<file path="src/hw/video_timing_pkg.sv">
/* Reduced arcade frame of 64x40 pixels, 48x32 of them visible
   Blanks are active low (1 while visible), sync pulses are active high */
package video_timing_pkg;

    // Frame geometry in pixels and lines
    localparam int H_TOTAL  = 64;
    localparam int H_VIS    = 48;
    localparam int V_TOTAL  = 40;
    localparam int V_VIS    = 32;

    // Sync windows, start and length
    localparam int HS_START = 52;
    localparam int HS_LEN   = 4;   // Pixels
    localparam int VS_START = 35;
    localparam int VS_LEN   = 2;   // Lines

    typedef logic [5:0] hpos_t;
    typedef logic [5:0] vpos_t;

    typedef struct packed {
        logic hs;
        logic vs;
        logic lhbl;   // Low during horizontal blank
        logic lvbl;   // Low during vertical blank
    } video_sync_t;

endpackage

</file>
<file path="src/hw/video_gfx_pkg.sv">
/* Pixel, colour, object and bus types for the video subsystem
   Pattern regions hold 8 codes of 8x8 pixels, so only code bits 2:0 select a pattern */
package video_gfx_pkg;

    localparam int N_OBJ     = 4;
    localparam int TILE_W    = 8;
    localparam int PAT_CODES = 8;   // 256-byte region, 32 bytes per code

    // Programming regions, prog.addr[9:8]
    localparam logic [1:0] PROG_TILE = 2'd0;
    localparam logic [1:0] PROG_OBJ  = 2'd1;
    localparam logic [1:0] PROG_PAL  = 2'd2;

    typedef logic [3:0] pxl_t;   // 0 is transparent on the object layer

    typedef struct packed {
        logic [3:0] red;
        logic [3:0] green;
        logic [3:0] blue;
    } rgb_t;

    // Byte 3 is y, byte 2 x, byte 1 code and byte 0 attr
    typedef struct packed {
        logic [7:0] y;
        logic [7:0] x;
        logic [7:0] code;
        logic [7:0] attr;   // Bit 7 enables the object
    } obj_fields_t;

    // CPU writes single bytes, the line engine reads fields
    typedef union packed {
        logic [3:0][7:0] bytes;
        obj_fields_t     f;
    } obj_entry_u;

    typedef struct packed {
        logic [7:0] addr;
        logic [7:0] data;
        logic       we;
    } cpu_bus_t;

    typedef struct packed {
        logic [9:0] addr;
        logic [7:0] data;
        logic       en;
    } prog_bus_t;

endpackage

</file>
<file path="src/hw/color_mixer.sv">
/* Objects always cover tiles; palette 0-15 for tiles, 16-31 for objects
   sync_in must already carry one pxl_cen of delay to line up with the layers */
`timescale 1ns/1ps

module color_mixer (
    input  logic                          clk,
    input  logic                          rst_n,
    input  logic                          pxl_cen,
    input  video_gfx_pkg::prog_bus_t      prog,
    input  logic                          prog_we,
    input  video_gfx_pkg::pxl_t           obj_pxl,
    input  video_gfx_pkg::pxl_t           tile_pxl,
    input  video_timing_pkg::video_sync_t sync_in,
    output video_timing_pkg::video_sync_t sync_out,
    output video_gfx_pkg::rgb_t           rgb
);

    video_gfx_pkg::rgb_t pal [32];
    logic [4:0]          pal_idx;
    logic                in_vis;

    assign pal_idx = obj_pxl != '0 ? {1'b1, obj_pxl} : {1'b0, tile_pxl};
    assign in_vis  = sync_in.lhbl && sync_in.lvbl;

    // Even byte carries red, odd byte green and blue
    always_ff @(posedge clk) begin
        if (prog_we) begin
            if (prog.addr[0]) begin
                pal[prog.addr[5:1]].green <= prog.data[7:4];
                pal[prog.addr[5:1]].blue  <= prog.data[3:0];
            end else begin
                pal[prog.addr[5:1]].red <= prog.data[3:0];
            end
        end
    end

    always_ff @(posedge clk) begin
        if (!rst_n) begin
            sync_out <= '0;
            rgb      <= '0;
        end else if (pxl_cen) begin
            sync_out <= sync_in;
            rgb      <= in_vis ? pal[pal_idx] : '0;   // Black in blank
        end
    end

    a_blank_black: assert property (@(posedge clk) disable iff (!rst_n)
        !(sync_out.lhbl && sync_out.lvbl) |-> rgb == '0);

endmodule

</file>
<file path="config.mk">
export PLATFORM = sky130hd
export DESIGN_NAME = color_mixer
export DESIGN_NICKNAME = d
export VERILOG_FILES = /design/src/hw/video_timing_pkg.sv /design/src/hw/video_gfx_pkg.sv /design/src/hw/color_mixer.sv
export SDC_FILE = /design/constraint.sdc
export NUM_CORES = 1
export LEC_CHECK = 0
export BUFFER_PORTS_ARGS = -buffer_cell sky130_fd_sc_hd__buf_2
export CAP_MARGIN = 5
export CORE_MARGIN = 10
export CORE_UTILIZATION = 43
export DETAILED_ROUTE_END_ITERATION = 7
export SYNTH_ARGS = -nofsm -noshare
export SYNTH_HDL_FRONTEND = slang
export SYNTH_SLANG_ARGS = --single-unit
</file>
<file path="constraint.sdc">
create_clock -name clk -period 2.39 [get_ports clk]
set_input_delay 0.1195 -clock clk [delete_from_list [all_inputs] [get_ports clk]]
set_output_delay 0.1195 -clock clk [all_outputs]
set_load 0.02 [all_outputs]
</file>
==> flow_summary.toml <==
[run_status]
status = "finished, final reports clean"

[finish]
multi_input_area_um2 = 3560
layout-drive-gt1-share_pct = 22.0
syn_to_final_growth_pct = 16.1
seqCellArea_um2 = 11900
num-nets-final = 1095
diodes = 0
num-fill-cells = 2975
mostFrequentLayoutCell = "edfxtp_1"
final_cell_mix = "edfxtp_1 (384), nand2_1 (103), nor2_1 (102), buf_4 (75), mux4_2 (47)"

[timing]
whs_ps = 91.7
worst_pin_slew_ps = 757
fin_setup_tns_ps = 0
skew_ps = 25.9
maxSlewViolCount = 0
setup_viol = 0
fin_crit_sh_pct = 83.5
finalCriticalPeriod_ps = 2000
timing.fmax_mhz = 501
rsz0062_at_grt = "no"
maxSlewHeadroom_pct = 49.4
hold_viol_final = 0

[floorplan]
io_pins = 51
die_y_um = 211
initial_core_util_pct = 43.3
num_rows = 70
die_area_um2 = 44700
die_width_um = 211
coreArea_um2 = 36300

[placement]
gp_congestion = 0.782
numPortBuffers = 45
hpwl_mm = 24.0

[clock_network]
postCtsResizedCells = 0
numCtsBuffers = 41
post_cts_buffers = 0
clock_latency_ps = 540
cts_tree = "built"
path_clk_slew_ps = 70
cts_root_buffer = "clkbuf_16"
htree_levels = 2
clkSinkCount = 400
cts_max_path_buffers = 3
ctsHoldBuffers = 12

[logic_synthesis]
yosys_most_used_dff = "edfxtp_1"
synthCells = 933
yosysWarnings = 0
synthArstFlopShare_pct = 0
syn_area_um2 = 15800
syn_nets = 968
synth.distinct_cells = 47
synth-edff-count = 384
syn_avg_cell_area_um2 = 16.9
ys_seq_area_share_pct = 75.2
ys_seq_elements = 400

[setup_path]
endpoint_kind = "flip-flop"
max_stage_delay_ps = 610
cp_slowest_cell = "a211o_1"
cp.required_ps = 2850
crit_path_start_kind = "input port"
critPathKind = "input port to flip-flop"
crit_chain = "dlygate4sd3_1 > buf_2 > nand4_1 > a211o_1 > nor4_1 > o211ai_1 > nand3_1"
crit_fanout = 12
worstPathArrival_ps = 2460
r2r_slack_ps = 600

[pwr]
combPwrFrac_pct = 5.1
powerDensity_nw_per_um2 = 792
swShare_pct = 21.2
power_switching_w = 0.00306
leakage_nw = 6.05
clkPwrFrac_pct = 41.3
p_seq_share_pct = 53.6
ir_drop_mv = 0.563
cell_internal_pwr_w = 0.0114

[global_routing]
antenna_found_initial = 0
grt_pass1_vias = 8565
grt_max_degree = 42
grt_pass1_wl_mm = 54.7
grt-ovfl-total = 0
gr-usage-all-layers_pct = 16.3

[routing]
drc = 0
vias_per_cell = 5.60
drtAntennaViolNets = 0
vias = 8736
drtIter0Drc = 954
first_pass_iters = 5
wl_per_cell_um = 23.6
wirelength_mm = 36.8

[worst_hold_path]
hold_class = "input port to flip-flop"

[job]
cap_violations = 0
==> critical path: cells and delay by family <==
| family | cells | cell delay, ps |
|---|---|---|
| AND/OR/NAND/NOR | 3 | 910 |
| AO/OA/AOI/OAI | 2 | 770 |
| buffers and inverters | 2 | 640 |
==> through the flow <==
stage / utilization (%) / area [µm²] / power (W) / worst slack [ps] / instances
6_report: 50.3 / 18300 / 0.0145 / 393 / 1560
5_1_grt: 50.3 / 18300 / 0.0149 / 314 / 1560
4_1_cts: 50.3 / 18300 / 0.0146 / 420 / 1560
3_5_place_dp: 46.5 / 16900 / 0.00862 / 135 / 1473
3_3_place_gp: 46.5 / 16900 / 0.00861 / 148 / 1473
2_1_floorplan: - / 15800 / 0.00830 / 552 / 933
==> state kept, by name, summed over array words and instances (netlist names) <==
| name | cells |
|---|---|
| sync_out | 4 |
| rgb | 12 |
| pal | 384 |
==> synthesized netlist by cell type, types with 2 or more instances <==
cell type  number  area [µm²]
nand3_1        20         100
clkbuf_1       24        90.1
a221oi_1       20         175
a211oi_1        2        15.0
edfxtp_1      384       11500
mux4_2         47        1060
nand2_1       103         387
buf_2          13        65.1
a32oi_1        21         184
a31oi_1        12        75.1
nor4_1          9        56.3
buf_1           2        7.51
a21oi_1         6        30.0
dfxtp_1        16         320
or3b_2          2        17.5
o2111ai_1       5        43.8
buf_4           4        30.0
mux2i_1        36         360
buf_6           4        45.0
nand4_1         4        25.0
nand3b_1        4        30.0
nor3_1          6        30.0
nor2b_1         8        50.1
nand2b_1       27         169
nor2_1        102         383
o211ai_1       11        82.6
a21boi_0        9        67.6
clkbuf_2        2        10.0
buf_12          4        80.1
nand4b_1        7        61.3
a22oi_1         3        22.5
==> per-layer routing <==
metal	vias to the layer above	wire length (µm)	track usage [%]	part of all wire (%)
li1	3926	-	-	-
met1	4421	16600	23.9	45
met2	337	16300	24.2	44
met3	52	2990	3.34	8.1
met4	0	841	4.46	2.3
met5	-	0	0	0
==> power by group through the flow <==
stage                     clock, W  combinational (W)  sequential (W)
after global routing       0.00638           0.000796         0.00775
after global placement           0           0.000707         0.00790
after floorplan                  0           0.000390         0.00791
after detailed placement         0           0.000722         0.00790
after CTS                  0.00610           0.000741         0.00775
final                      0.00598           0.000737         0.00775
==> path summary, 6_finish.rpt <==
path / startpoint / cells past startpoint / end
worst max-delay path: sync_in[1] / 7 / rgb[9]
worst min-delay path: prog[2] / 1 / pal[17][1]
worst max register to register: pal[16][3] / 6 / rgb[3]
worst min register to register: rgb[2] / 2 / rgb[2]
==> final cells by class <==
class	count	share of cell area, %
Clock inverter	19	0.931
Inverter	2	0.0411
Clock buffer	56	5.92
Sequential cell	400	64.8
Tap cell	468	3.20
Multi-Input combinational cell	477	19.5
Timing Repair Buffer	138	5.62
==> cell families after synthesis <==
family                 Yosys count  share of synthesized area, %
muxes                           84                          9.08
AOI/OAI and AO/OA               93                          4.70
and+or+nand+nor                300                          8.78
DFF                            400                          75.2
buffers and inverters           56                          2.22
(Power assumes the default switching activity.)
