$ cat src/hw/video_timing_pkg.sv
/* Reduced arcade frame of 64x40 pixels, 48x32 of them visible
   Blanks are active low (1 while visible), sync pulses are active high */
package video_timing_pkg;

    // Frame geometry in pixels and lines
    localparam int H_TOTAL  = 64;
    localparam int H_VIS    = 48;
    localparam int V_TOTAL  = 40;
    localparam int V_VIS    = 32;

    // Sync windows, start and length
    localparam int HS_START = 52;
    localparam int HS_LEN   = 4;   // Pixels
    localparam int VS_START = 35;
    localparam int VS_LEN   = 2;   // Lines

    typedef logic [5:0] hpos_t;
    typedef logic [5:0] vpos_t;

    typedef struct packed {
        logic hs;
        logic vs;
        logic lhbl;   // Low during horizontal blank
        logic lvbl;   // Low during vertical blank
    } video_sync_t;

endpackage

$ cat src/hw/video_timer.sv
/* Free running pixel and line counters, one step per pxl_cen
   Sync and blanks are decoded from the current count with no delay */
`timescale 1ns/1ps

module video_timer (
    input  logic                          clk,
    input  logic                          rst_n,
    input  logic                          pxl_cen,
    output video_timing_pkg::hpos_t       hpos,
    output video_timing_pkg::vpos_t       vpos,
    output video_timing_pkg::video_sync_t sync,
    output logic                          line_start,
    output logic                          hblank_start
);

    logic h_wrap;
    logic v_wrap;

    assign h_wrap = int'(hpos) == video_timing_pkg::H_TOTAL - 1;
    assign v_wrap = int'(vpos) == video_timing_pkg::V_TOTAL - 1;

    always_ff @(posedge clk) begin
        if (!rst_n) begin
            hpos <= '0;
            vpos <= '0;
        end else if (pxl_cen) begin
            if (h_wrap) begin
                hpos <= '0;
                vpos <= v_wrap ? '0 : vpos + 1'b1;
            end else begin
                hpos <= hpos + 1'b1;
            end
        end
    end

    always_comb begin
        sync.hs   = int'(hpos) >= video_timing_pkg::HS_START &&
                    int'(hpos) <  video_timing_pkg::HS_START + video_timing_pkg::HS_LEN;
        sync.vs   = int'(vpos) >= video_timing_pkg::VS_START &&
                    int'(vpos) <  video_timing_pkg::VS_START + video_timing_pkg::VS_LEN;
        sync.lhbl = int'(hpos) < video_timing_pkg::H_VIS;
        sync.lvbl = int'(vpos) < video_timing_pkg::V_VIS;
    end

    // Both strobes mark the edge that enters the new position
    assign line_start   = pxl_cen && h_wrap;                                    // Into hpos 0
    assign hblank_start = pxl_cen && int'(hpos) == video_timing_pkg::H_VIS - 1; // Into H_VIS

    a_pos_range: assert property (@(posedge clk) disable iff (!rst_n)
        int'(hpos) < video_timing_pkg::H_TOTAL && int'(vpos) < video_timing_pkg::V_TOTAL);

endmodule

$ cat config.mk
export PLATFORM = sky130hd
export DESIGN_NAME = video_timer
export DESIGN_NICKNAME = d
export VERILOG_FILES = /design/src/hw/video_timing_pkg.sv /design/src/hw/video_timer.sv
export SDC_FILE = /design/constraint.sdc
export NUM_CORES = 1
export LEC_CHECK = 0
export ABC_CLOCK_PERIOD_IN_PS = 1500
export BUFFER_PORTS_ARGS = -buffer_cell sky130_fd_sc_hd__buf_4
export CAP_MARGIN = 10
export CORE_MARGIN = 3
export CORE_UTILIZATION = 30
export CTS_CLUSTER_DIAMETER = 60
export DETAILED_ROUTE_END_ITERATION = 10
export HOLD_SLACK_MARGIN = 0.1
export PLACE_DENSITY_LB_ADDON = 0.3
export SLEW_MARGIN = 20
export SYNTH_ARGS = -nofsm -noshare
export SYNTH_HDL_FRONTEND = slang
export SYNTH_SLANG_ARGS = --single-unit
$ cat constraint.sdc
create_clock -name clk -period 1.5 [get_ports clk]
set_input_delay 0.075 -clock clk [delete_from_list [all_inputs] [get_ports clk]]
set_output_delay 0.075 -clock clk [all_outputs]
set_load 0.02 [all_outputs]
==> results.txt <==
The flow ran to the end, and the final reports show no timing, DRC or antenna violations. The number of synthesized flops with an enable pin was 0; the number of buffers added by the clock tree synthesis step was 3. Of all cell types, the one taking the most synthesized area is sky130_fd_sc_hd__dfxtp_1. The CTS root buffer was sky130_fd_sc_hd__clkbuf_4.

The count of unique library cells instantiated by Yosys is 32, and the shortest period the worst path allows is 1.429 ns. Of the synthesized area, sequential elements account for 34.72%. The cell family with the largest share of critical-path delay was flip-flops. The floorplan step defined a core boundary enclosing 0.002062 mm². Number of global-route vias before repair: 546.

The placement-stage worst setup slack is 0.06295 ns. The leading register cell type out of synthesis is sky130_fd_sc_hd__dfxtp_1. Before antenna repair, the detailed router went through 4 iterations. The tools report the least setup slack across all paths after layout as 0.07121 ns. The top-level I/O count came out at 21. The clock drives 12 sinks. Summing all placed instances gives a cell area of 882.1 µm².

The logs give 1124 µm for the HPWL reported at the end of detailed placement and 0 for the DRC violation count after routing. The final standard cell utilization of the core is 46.72%, and the worst-path maximum fanout is 4. The max-slew violation total from the final report is 0, and the average wire per cell in the routed design is 11.71 µm. The fill cell total of the finished layout was 213. IR analysis of the VDD net gives a maximum drop of 0.0002895 V.

The biggest cell delay along the critical path works out to 0.35 ns. Accumulated negative setup slack: 0 ns. The maximum number of pins on one net before global-route repair was 13; the number of endpoints with negative hold slack in the final report was 0.

Timing would allow up to 0.6999 GHz. The number of buffers and inverters on the critical path is 2. The overall die height is 54.03 µm, and the area growth from synthesis to final layout is 39.24%. Excluding fillers, the count of instances in the completed layout stands at 129.

After clock tree synthesis, the flow added hold-fix buffers numbering 0. The clock transition at the registers of the reported paths came out at 0.07 ns. The library cell used most frequently in the layout, excluding fill and tap cells, is sky130_fd_sc_hd__buf_4. The net count after synthesis is 87, and the CTS H-tree depth is 1. The floorplan step defined a die boundary enclosing 0.002919 mm². Power density over the cells: 608.1 mW/mm². The post-layout instance area was 963.4 µm²; the port buffer count was 20.

For the pin with the worst max-slew slack, the measured transition is 0.2934 ns. For the post-route antenna net violation count, the log shows 0. The initial antenna violation count is 0, and the clock network latency to the later pin of the worst-skew pair is 0.27 ns. TritonCTS built the clock tree. The total standard cell area after synthesis came out at 691.9 µm². At the worst endpoint, the arrival time is 1.35 ns. The analysis attributes to cell leakage a power of 0.4027 nW. The logs give 606 for the detailed-route via count and 80.41% for the relative slew slack. Synthesis produced a netlist whose cell count is 79.

The worst setup path is captured at an output pin. The total number of nets in the final design is 112, and the count of synthesis-stage warnings from yosys is 0. The path type of the worst min-delay path is in2reg.

The tools report the initial core utilization as 33.56%. The worst setup path is launched from a flip-flop. The overall fraction of global-route tracks in use was 10.96%.

Routability-driven placement finished with a final weighted congestion of 0.7605. Sorting the synthesized cells by area gives the leading types as sky130_fd_sc_hd__dfxtp_1, sky130_fd_sc_hd__ha_1, sky130_fd_sc_hd__xnor2_1, sky130_fd_sc_hd__inv_1, sky130_fd_sc_hd__nor2_1. The aggregate routed wire length is 1510 µm.

The logs give 124 for the placed cell count and 16 for the row count. The flip-flop and latch count after synthesis was 12; the count of antenna diodes in the layout was 0. Across the whole layout, storage elements account for 245.2 µm². Among all stages on the critical path, the largest delay is contributed by sky130_fd_sc_hd__dfxtp_2. Counting flops with an async set or reset pin after synthesis yields a share of 0%. The first routing iteration left 6 violations. Summing all multi-input logic gate instances after layout gives 459.2 µm². The library cells used most frequently in the layout, excluding fill and tap cells, are sky130_fd_sc_hd__buf_4, sky130_fd_sc_hd__dfxtp_1, sky130_fd_sc_hd__inv_1, sky130_fd_sc_hd__nor2_1, sky130_fd_sc_hd__nand2_1. The tools report the total of max-cap violations as 0.

Cell with the most instances on the worst path: sky130_fd_sc_hd__nor2_1. Start-to-end type of the worst setup path: reg2out. The global route total overflow is 0, and the worst-case clock buffer depth is 2.

The tools report the wire length of the first global-routing pass as 2304 µm. For the required time reported for the critical path endpoint, the log shows 1.42 ns. Setup violations remaining at the end of the flow were counted as 0. After synthesis, the largest area contributor takes up 34.72% of total cell area. For the final database, setup skew stands at 0.001777 ns. After detailed routing, the number of vias per cell comes to 4.698. The signal on the critical path passes through buf_6, ha_4, nor2_1, nor2_1, a21oi_1, nor2_1, buf_4. From left edge to right edge, the die measures 54.03 µm. The average cell area after synthesis is 8.758 µm². The ratio of final minimum period to clock period was 95.25%. Setup repair after global routing left no endpoint under its margin. Cells with a size suffix above 1 make up 42.16% of the layout.
==> where the power goes <==
part           internal [mW]  switching [mW]
logic                 0.0259          0.0290
clock network         0.0929           0.103
registers              0.325          0.0101
==> worst register-to-register path: stages, from the launching register on <==
cell                      delay [ns]
sky130_fd_sc_hd__dfxtp_2        0.39
sky130_fd_sc_hd__ha_4           0.17
sky130_fd_sc_hd__nand4_4        0.14
sky130_fd_sc_hd__buf_4          0.20
sky130_fd_sc_hd__nor3_2         0.17
sky130_fd_sc_hd__xor2_1         0.08
sky130_fd_sc_hd__and2_1         0.15
==> layout make-up <==
type | count | area share, %
multi-input cells | 57 | 47.66
flip-flops and latches | 12 | 25.45
repair buffers | 23 | 18.31
well taps | 27 | 3.506
inverters | 7 | 2.727
clock buffers | 3 | 2.338
==> cell families (layout without fill, tap and decap cells) <==
family	count (synthesis)	in the layout	share of synthesized area, %
xor gates and xnor gates	5	5	6.329
muxes	1	1	1.447
adders and majority gates	5	5	9.042
DFF	12	12	34.72
AOI/OAI and AO/OA	13	13	14.47
and+or+nand+nor	33	33	28.21
buffers and inverters	10	33	5.785
==> through the flow <==
step / total power [mW] / hold WS [ns]
after floorplan: 0.3770 / 0.2096
after global placement: 0.3948 / 0.4125
after detailed placement: 0.3960 / 0.3994
after CTS: 0.5925 / 0.1146
after global routing: 0.6129 / 0.1368
final: 0.5858 / 0.1245
==> final timing paths <==
| kind | slack [ns] | start | end | cells past startpoint |
|---|---|---|---|---|
| setup / recovery | 0.07 | vpos[1] | sync[2] | 7 |
| hold / removal | 0.12 | pxl_cen | hpos[0] | 3 |
| setup reg to reg | 0.11 | hpos[0] | vpos[4] | 6 |
| hold reg to reg | 0.53 | vpos[1] | vpos[1] | 2 |
==> Yosys cell counts (2+ instances only) <==
master                    number
sky130_fd_sc_hd__o21ai_0       3
sky130_fd_sc_hd__nor2_1        7
sky130_fd_sc_hd__xnor2_1       4
sky130_fd_sc_hd__ha_1          5
sky130_fd_sc_hd__o21a_1        2
sky130_fd_sc_hd__nor2b_1       2
sky130_fd_sc_hd__nor3_1        2
sky130_fd_sc_hd__nand4_1       2
sky130_fd_sc_hd__inv_1         7
sky130_fd_sc_hd__and2_1        4
sky130_fd_sc_hd__nand3_1       4
sky130_fd_sc_hd__nand2_1       5
sky130_fd_sc_hd__nor3b_1       2
sky130_fd_sc_hd__dfxtp_1      12
==> state kept, by name, indices dropped and copies added (netlist names) <==
name and count:
hpos 6, vpos 6
==> routing by layer <==
metal,up-vias,part of all wire (%),global-route usage (%)
met5,-,0,0
met1,273,45,13.70
met4,0,1.3,7.469
li1,314,-,-
met3,2,5.4,1.662
met2,17,49,17.14
==> what timing repair did <==
action                     in CTS  in global routing
pin swaps                       1                  1
cloned                          0                  0
setup buffers                   2                  0
resized for setup               1                  9
setup endpoints to repair       3                  6
Note: power is estimated with default switching activity, not from simulation.
