`src/hw/video_timing_pkg.sv`:
```
/* Reduced arcade frame of 64x40 pixels, 48x32 of them visible
   Blanks are active low (1 while visible), sync pulses are active high */
package video_timing_pkg;

    // Frame geometry in pixels and lines
    localparam int H_TOTAL  = 64;
    localparam int H_VIS    = 48;
    localparam int V_TOTAL  = 40;
    localparam int V_VIS    = 32;

    // Sync windows, start and length
    localparam int HS_START = 52;
    localparam int HS_LEN   = 4;   // Pixels
    localparam int VS_START = 35;
    localparam int VS_LEN   = 2;   // Lines

    typedef logic [5:0] hpos_t;
    typedef logic [5:0] vpos_t;

    typedef struct packed {
        logic hs;
        logic vs;
        logic lhbl;   // Low during horizontal blank
        logic lvbl;   // Low during vertical blank
    } video_sync_t;

endpackage

```
`src/hw/video_gfx_pkg.sv`:
```
/* Pixel, colour, object and bus types for the video subsystem
   Pattern regions hold 8 codes of 8x8 pixels, so only code bits 2:0 select a pattern */
package video_gfx_pkg;

    localparam int N_OBJ     = 4;
    localparam int TILE_W    = 8;
    localparam int PAT_CODES = 8;   // 256-byte region, 32 bytes per code

    // Programming regions, prog.addr[9:8]
    localparam logic [1:0] PROG_TILE = 2'd0;
    localparam logic [1:0] PROG_OBJ  = 2'd1;
    localparam logic [1:0] PROG_PAL  = 2'd2;

    typedef logic [3:0] pxl_t;   // 0 is transparent on the object layer

    typedef struct packed {
        logic [3:0] red;
        logic [3:0] green;
        logic [3:0] blue;
    } rgb_t;

    // Byte 3 is y, byte 2 x, byte 1 code and byte 0 attr
    typedef struct packed {
        logic [7:0] y;
        logic [7:0] x;
        logic [7:0] code;
        logic [7:0] attr;   // Bit 7 enables the object
    } obj_fields_t;

    // CPU writes single bytes, the line engine reads fields
    typedef union packed {
        logic [3:0][7:0] bytes;
        obj_fields_t     f;
    } obj_entry_u;

    typedef struct packed {
        logic [7:0] addr;
        logic [7:0] data;
        logic       we;
    } cpu_bus_t;

    typedef struct packed {
        logic [9:0] addr;
        logic [7:0] data;
        logic       en;
    } prog_bus_t;

endpackage

```
`src/hw/tile_layer.sv`:
```
/* 6x4 map of 8x8 tiles, no scroll or flip
   Map writes past byte 23 are dropped; pixel is 0 outside the visible area */
`timescale 1ns/1ps

module tile_layer (
    input  logic                      clk,
    input  logic                      rst_n,
    input  logic                      pxl_cen,
    input  video_gfx_pkg::cpu_bus_t   cpu,
    input  logic                      vram_cs,
    input  video_gfx_pkg::prog_bus_t  prog,
    input  logic                      prog_we,
    input  video_timing_pkg::hpos_t   hpos,
    input  video_timing_pkg::vpos_t   vpos,
    output video_gfx_pkg::pxl_t       pxl
);

    localparam int MAP_W = video_timing_pkg::H_VIS / video_gfx_pkg::TILE_W;
    localparam int MAP_N = MAP_W * (video_timing_pkg::V_VIS / video_gfx_pkg::TILE_W);
    localparam int PAT_N = video_gfx_pkg::PAT_CODES * video_gfx_pkg::TILE_W *
                           video_gfx_pkg::TILE_W / 2;

    logic [7:0] vram    [MAP_N];
    logic [7:0] pat_rom [PAT_N];
    logic [4:0] map_idx;
    logic [7:0] code;
    logic [7:0] pat_byte;
    logic       visible;

    // Map row from vpos[4:3], column from hpos[5:3]
    assign map_idx  = 5'(int'(vpos[4:3]) * MAP_W + int'(hpos[5:3]));
    assign code     = vram[map_idx];
    assign pat_byte = pat_rom[{code[2:0], vpos[2:0], hpos[2:1]}]; // Two pixels per byte
    assign visible  = int'(hpos) < video_timing_pkg::H_VIS &&
                      int'(vpos) < video_timing_pkg::V_VIS;

    always_ff @(posedge clk) begin
        if (cpu.we && vram_cs && int'(cpu.addr[4:0]) < MAP_N) begin
            vram[cpu.addr[4:0]] <= cpu.data;
        end
        if (prog_we) begin
            pat_rom[prog.addr[7:0]] <= prog.data;
        end
    end

    // Low nibble holds the left pixel of each pair
    always_ff @(posedge clk) begin
        if (!rst_n) begin
            pxl <= '0;
        end else if (pxl_cen) begin
            if (!visible) begin
                pxl <= '0;
            end else begin
                pxl <= hpos[0] ? pat_byte[7:4] : pat_byte[3:0];
            end
        end
    end

endmodule

```
`config.mk`:
```
export PLATFORM = sky130hd
export DESIGN_NAME = tile_layer
export DESIGN_NICKNAME = d
export VERILOG_FILES = /design/src/hw/video_timing_pkg.sv /design/src/hw/video_gfx_pkg.sv /design/src/hw/tile_layer.sv
export SDC_FILE = /design/constraint.sdc
export NUM_CORES = 2
export LEC_CHECK = 0
export ABC_AREA = 1
export BUFFER_PORTS_ARGS = -buffer_cell sky130_fd_sc_hd__buf_2
export CAP_MARGIN = 20
export CELL_PAD_IN_SITES_DETAIL_PLACEMENT = 1
export CELL_PAD_IN_SITES_GLOBAL_PLACEMENT = 1
export CORE_UTILIZATION = 53
export DETAILED_ROUTE_END_ITERATION = 8
export GPL_TIMING_DRIVEN = 0
export PLACE_DENSITY_LB_ADDON = 0.1
export SKIP_LAST_GASP = 1
export SLEW_MARGIN = 20
export SYNTH_ARGS = -nofsm -noshare
export SYNTH_HDL_FRONTEND = slang
export SYNTH_SLANG_ARGS = --single-unit
```
`constraint.sdc`:
```
create_clock -name clk -period 5.1 [get_ports clk]
set_input_delay 0.255 -clock clk [delete_from_list [all_inputs] [get_ports clk]]
set_output_delay 0.255 -clock clk [all_outputs]
set_load 0.01 [all_outputs]
```
==> results.txt <==
- The filler cells instantiated in the layout total 16,400.
* Worst Path Max Fanout: 10
* Leakage dissipation: 35.2 nW
- Die W: 407 um
- Counting tap cells, the placed design contains a total of 9,788 instances.
- The detailed router placed 70,800 vias in this run.
- The worst hold path passes through 3 cells.
- CTS tree: yes
- STA classifies the critical path startpoint as a primary input.
* Seq cells post-synth: 2,124
* Distinct cell type count of the synthesized netlist: 26
* Post-route cell area: 98,900 um2
- Measured in cells, the most critical reg-to-reg path has a length of 14.
- Number of buffers inserted during clock tree synthesis: 216
- Synth Cell Area: 87,000 um2
- Total number of nets in the final design: roughly 7,900
* First-pass GRT wire length: between 500 and 600 mm
* Floorplan die area: 166,000 um2
- Power comes to between 30 and 40 mW.
- DRC violation count after routing: 0
* Endpoint class of the critical path: flop
* Time the worst path needs with I/O delays and setup: 4450 ps
- By area, the combinational part of the netlist is dominated by simple AND/OR/NAND/NOR gates.
* Count of TritonRoute iterations in the first routing pass: 9
* Remaining antenna violation count: 0
- The placed instances occupy a cell area of a little over 90,000 um2.
- Counting every instance in the synthesized netlist gives 7,491.
- The total count of max-transition violations in the final report came to 0.
* Io pins: between 50 and 60
* Non-filler instance count after layout: about 10,000
- The min-delay analysis places its worst path in the category primary input to flop.
- Clock tree synthesis selected as its root buffer the cell sky130_fd_sc_hd__clkbuf_16.
- DIE HEIGHT: 407 um
- In this run the number of H-tree levels came out at 4.
- For the final routed database, the setup TNS stands at 0 ps.
- Detailed-route vias per instance: slightly below 7
* Power per unit of standard cell area: roughly 400 nW/um2
* Final-report setup violation count: 0
* Pin slew with the least headroom to its limit: approximately 1500 ps
* Number of clock sinks seen by CTS: approximately 2,100
- Endpoints failing hold: 0
* Number of synthesis warnings: 0
- Post-cts repair resize count: 0
- The final layout contains routed wiring with a total length of 430 mm.
* Half-perimeter wire length after detailed placement: about 300 mm
- Number of global-route vias before repair: 68,200
- RSZ-0062 raised after global routing: false
- Number of max-capacitance violations reported: 0
* Largest net degree at the start of global routing: 135
* Simple logic cell fraction of the synthesized area: around 22%
* Clk_lat worst skew: 940 ps
- The flow ran to the end, and the final reports show no timing, DRC or antenna violations.
* Initial Utilization: 53.4%
- In this run, the number of DRC markers left after iteration 0 of detailed routing was approximately 13,000.
* Synthesized-area fraction occupied by adder cells: less than 1%
- The clock passes through at most 3 buffers.
- Type of the worst setup path: primary input to flop
- Number of placement rows: 148
- Routed WL per cell: ~42 um
* Clock input transition at the sequential cells of the worst setup and hold paths: 60 ps
- PortBufs: 40
- Of the post-synthesis cell area, the part taken by muxes is 0%.
* Share of layout cells above drive strength 1: 11.3%
* Critical Path RT: 5920 ps
- IR analysis of the VDD net gives a maximum drop of 445 uV.
* Slew headroom: 0.832%
- Based on the critical path, the design can be clocked at up to ~220 MHz.
* Syn_nets: between 7,000 and 8,000
* Clock skew after layout: 44.6 ps
* Parity-gate share of the synthesized area counting xor and xnor cells: 0.0201%
- Sequential element share of the synthesized area: roughly 73%
* Synth Area in Compound Gates: 1.06%
- Synthesized area per cell: 11.6 um2
* Data arrival time of the critical path: 5280 ps
* Tot GR Track Use: 51.7%
- The congestion estimate from routability-driven global placement came to 1.09.
- Core outline area: 163,000 um2
- Layout overhead on the synthesized area: 13.7%
- Global routing finished with a remaining overflow of 0.
* Number of antenna violations at the first check in global routing: 42
* Fin crit share: 87.3%
## per-layer routing
metal	vias up	track usage [%]	routed length (um)
met2	6508	72.5	177000
met5	-	0.535	318
met4	34	41.5	42700
met3	1827	22.2	66600
met1	35300	61.9	144000
li1	27100	-	-
## through the flow
stage | utilization, % | hold slack, ps | worst slack [ps]
2_1_floorplan | - | 354 | 2490
3_3_place_gp | 55.2 | 454 | -187
3_5_place_dp | 56.4 | 461 | 276
4_1_cts | 60.7 | 1.42 | 992
5_1_grt | 60.7 | 51.9 | 590
6_report | 60.8 | 42.5 | 646
## worst max-delay path, cell delays in order
cell and delay [ps]:
sky130_fd_sc_hd__buf_2 110, sky130_fd_sc_hd__inv_1 50, sky130_fd_sc_hd__ha_1 280, sky130_fd_sc_hd__inv_1 70, sky130_fd_sc_hd__fa_1 510, sky130_fd_sc_hd__buf_2 260
sky130_fd_sc_hd__clkinv_1 320, sky130_fd_sc_hd__nand3_1 180, sky130_fd_sc_hd__nand3_1 180, sky130_fd_sc_hd__nand2_1 110, sky130_fd_sc_hd__nand2_1 60, sky130_fd_sc_hd__nand2_1 700
sky130_fd_sc_hd__buf_2 510, sky130_fd_sc_hd__nand2_1 110, sky130_fd_sc_hd__nand3_1 490, sky130_fd_sc_hd__nand3_1 160, sky130_fd_sc_hd__nand3_1 160, sky130_fd_sc_hd__nand3_1 440
sky130_fd_sc_hd__a21oi_1 280
## what timing repair did
action                                 4_1_cts  5_1_grt
endpoints found under the hold margin      760        0
buffers inserted                             0        0
hold buffers                                19        0
## Yosys cell counts, drive strengths merged
| cell type | number | share of area (%) |
|---|---|---|
| a22oi | 5 | 0.043 |
| o211ai | 20 | 0.17 |
| fa | 1 | 0.023 |
| a211oi | 1 | 0.0086 |
| edfxtp | 2120 | 73 |
| dfxtp | 4 | 0.092 |
| nand4 | 4 | 0.029 |
| clkinv | 2 | 0.0086 |
| inv | 106 | 0.46 |
| nor3 | 16 | 0.092 |
| clkbuf | 238 | 1.0 |
| nand2 | 2252 | 9.7 |
| nand3 | 1771 | 10 |
| o21ai | 130 | 0.75 |
| buf | 253 | 1.7 |
| a21oi | 15 | 0.086 |
| nor2 | 547 | 2.4 |
| ha | 4 | 0.058 |
| xnor2 | 2 | 0.020 |
## logic make-up (layout without fill, tap and decap cells)
family | count (synthesis) | in the layout
AOI/OAI and AO/OA | 171 | 171
xor gates and xnor gates | 2 | 2
adders and majority gates | 5 | 5
buffers and inverters | 599 | 1148
DFF | 2124 | 2124
other | 0 | 25
and+or+nand+nor | 4590 | 4590
## layout make-up
class                      instances  area (um2)  share of cell area, %
buffer                           491        2490                   2.52
tap                             2175        2720                   2.75
timing repair buffer             147        1830                   1.85
sequential                      2124       63700                   64.4
clock buffer                     275        5780                   5.85
multi-input combinational       4768       21000                   21.2
clock inverter                   127         933                  0.943
inverter                         108         410                  0.415
antenna                           25        62.6                 0.0632
## worst paths after layout
path                                  start               to  slack [ps]
worst min register to register       pxl[0]           pxl[0]         470
worst max-delay path                vpos[3]           pxl[3]         650
worst max register to register  vram[10][0]           pxl[3]        1150
worst min-delay path               prog[10]  pat_rom[199][2]          40
## where the power goes
group	internal, mW	switching [mW]
clock	8.61	7.06
combinational	0.712	3.07
sequential	19.2	0.0123
## placed cells by master (no fill, tap or decap), drive strengths merged, types with 5 or more instances in the layout
master	n
nand3	1771
a22oi	5
nor2	547
clkinv	108
dlygate4sd3	19
buf	377
o211ai	20
bufinv	13
nand2	2252
diode	25
a21oi	15
o21ai	130
clkbuf	517
nor3	16
inv	113
edfxtp	2120
## sequential cells by signal (all words and copies together), names as in the netlist
name,cells
pat_rom,2048
pxl,4
vram,72
Note: power is estimated with default switching activity, not from simulation.
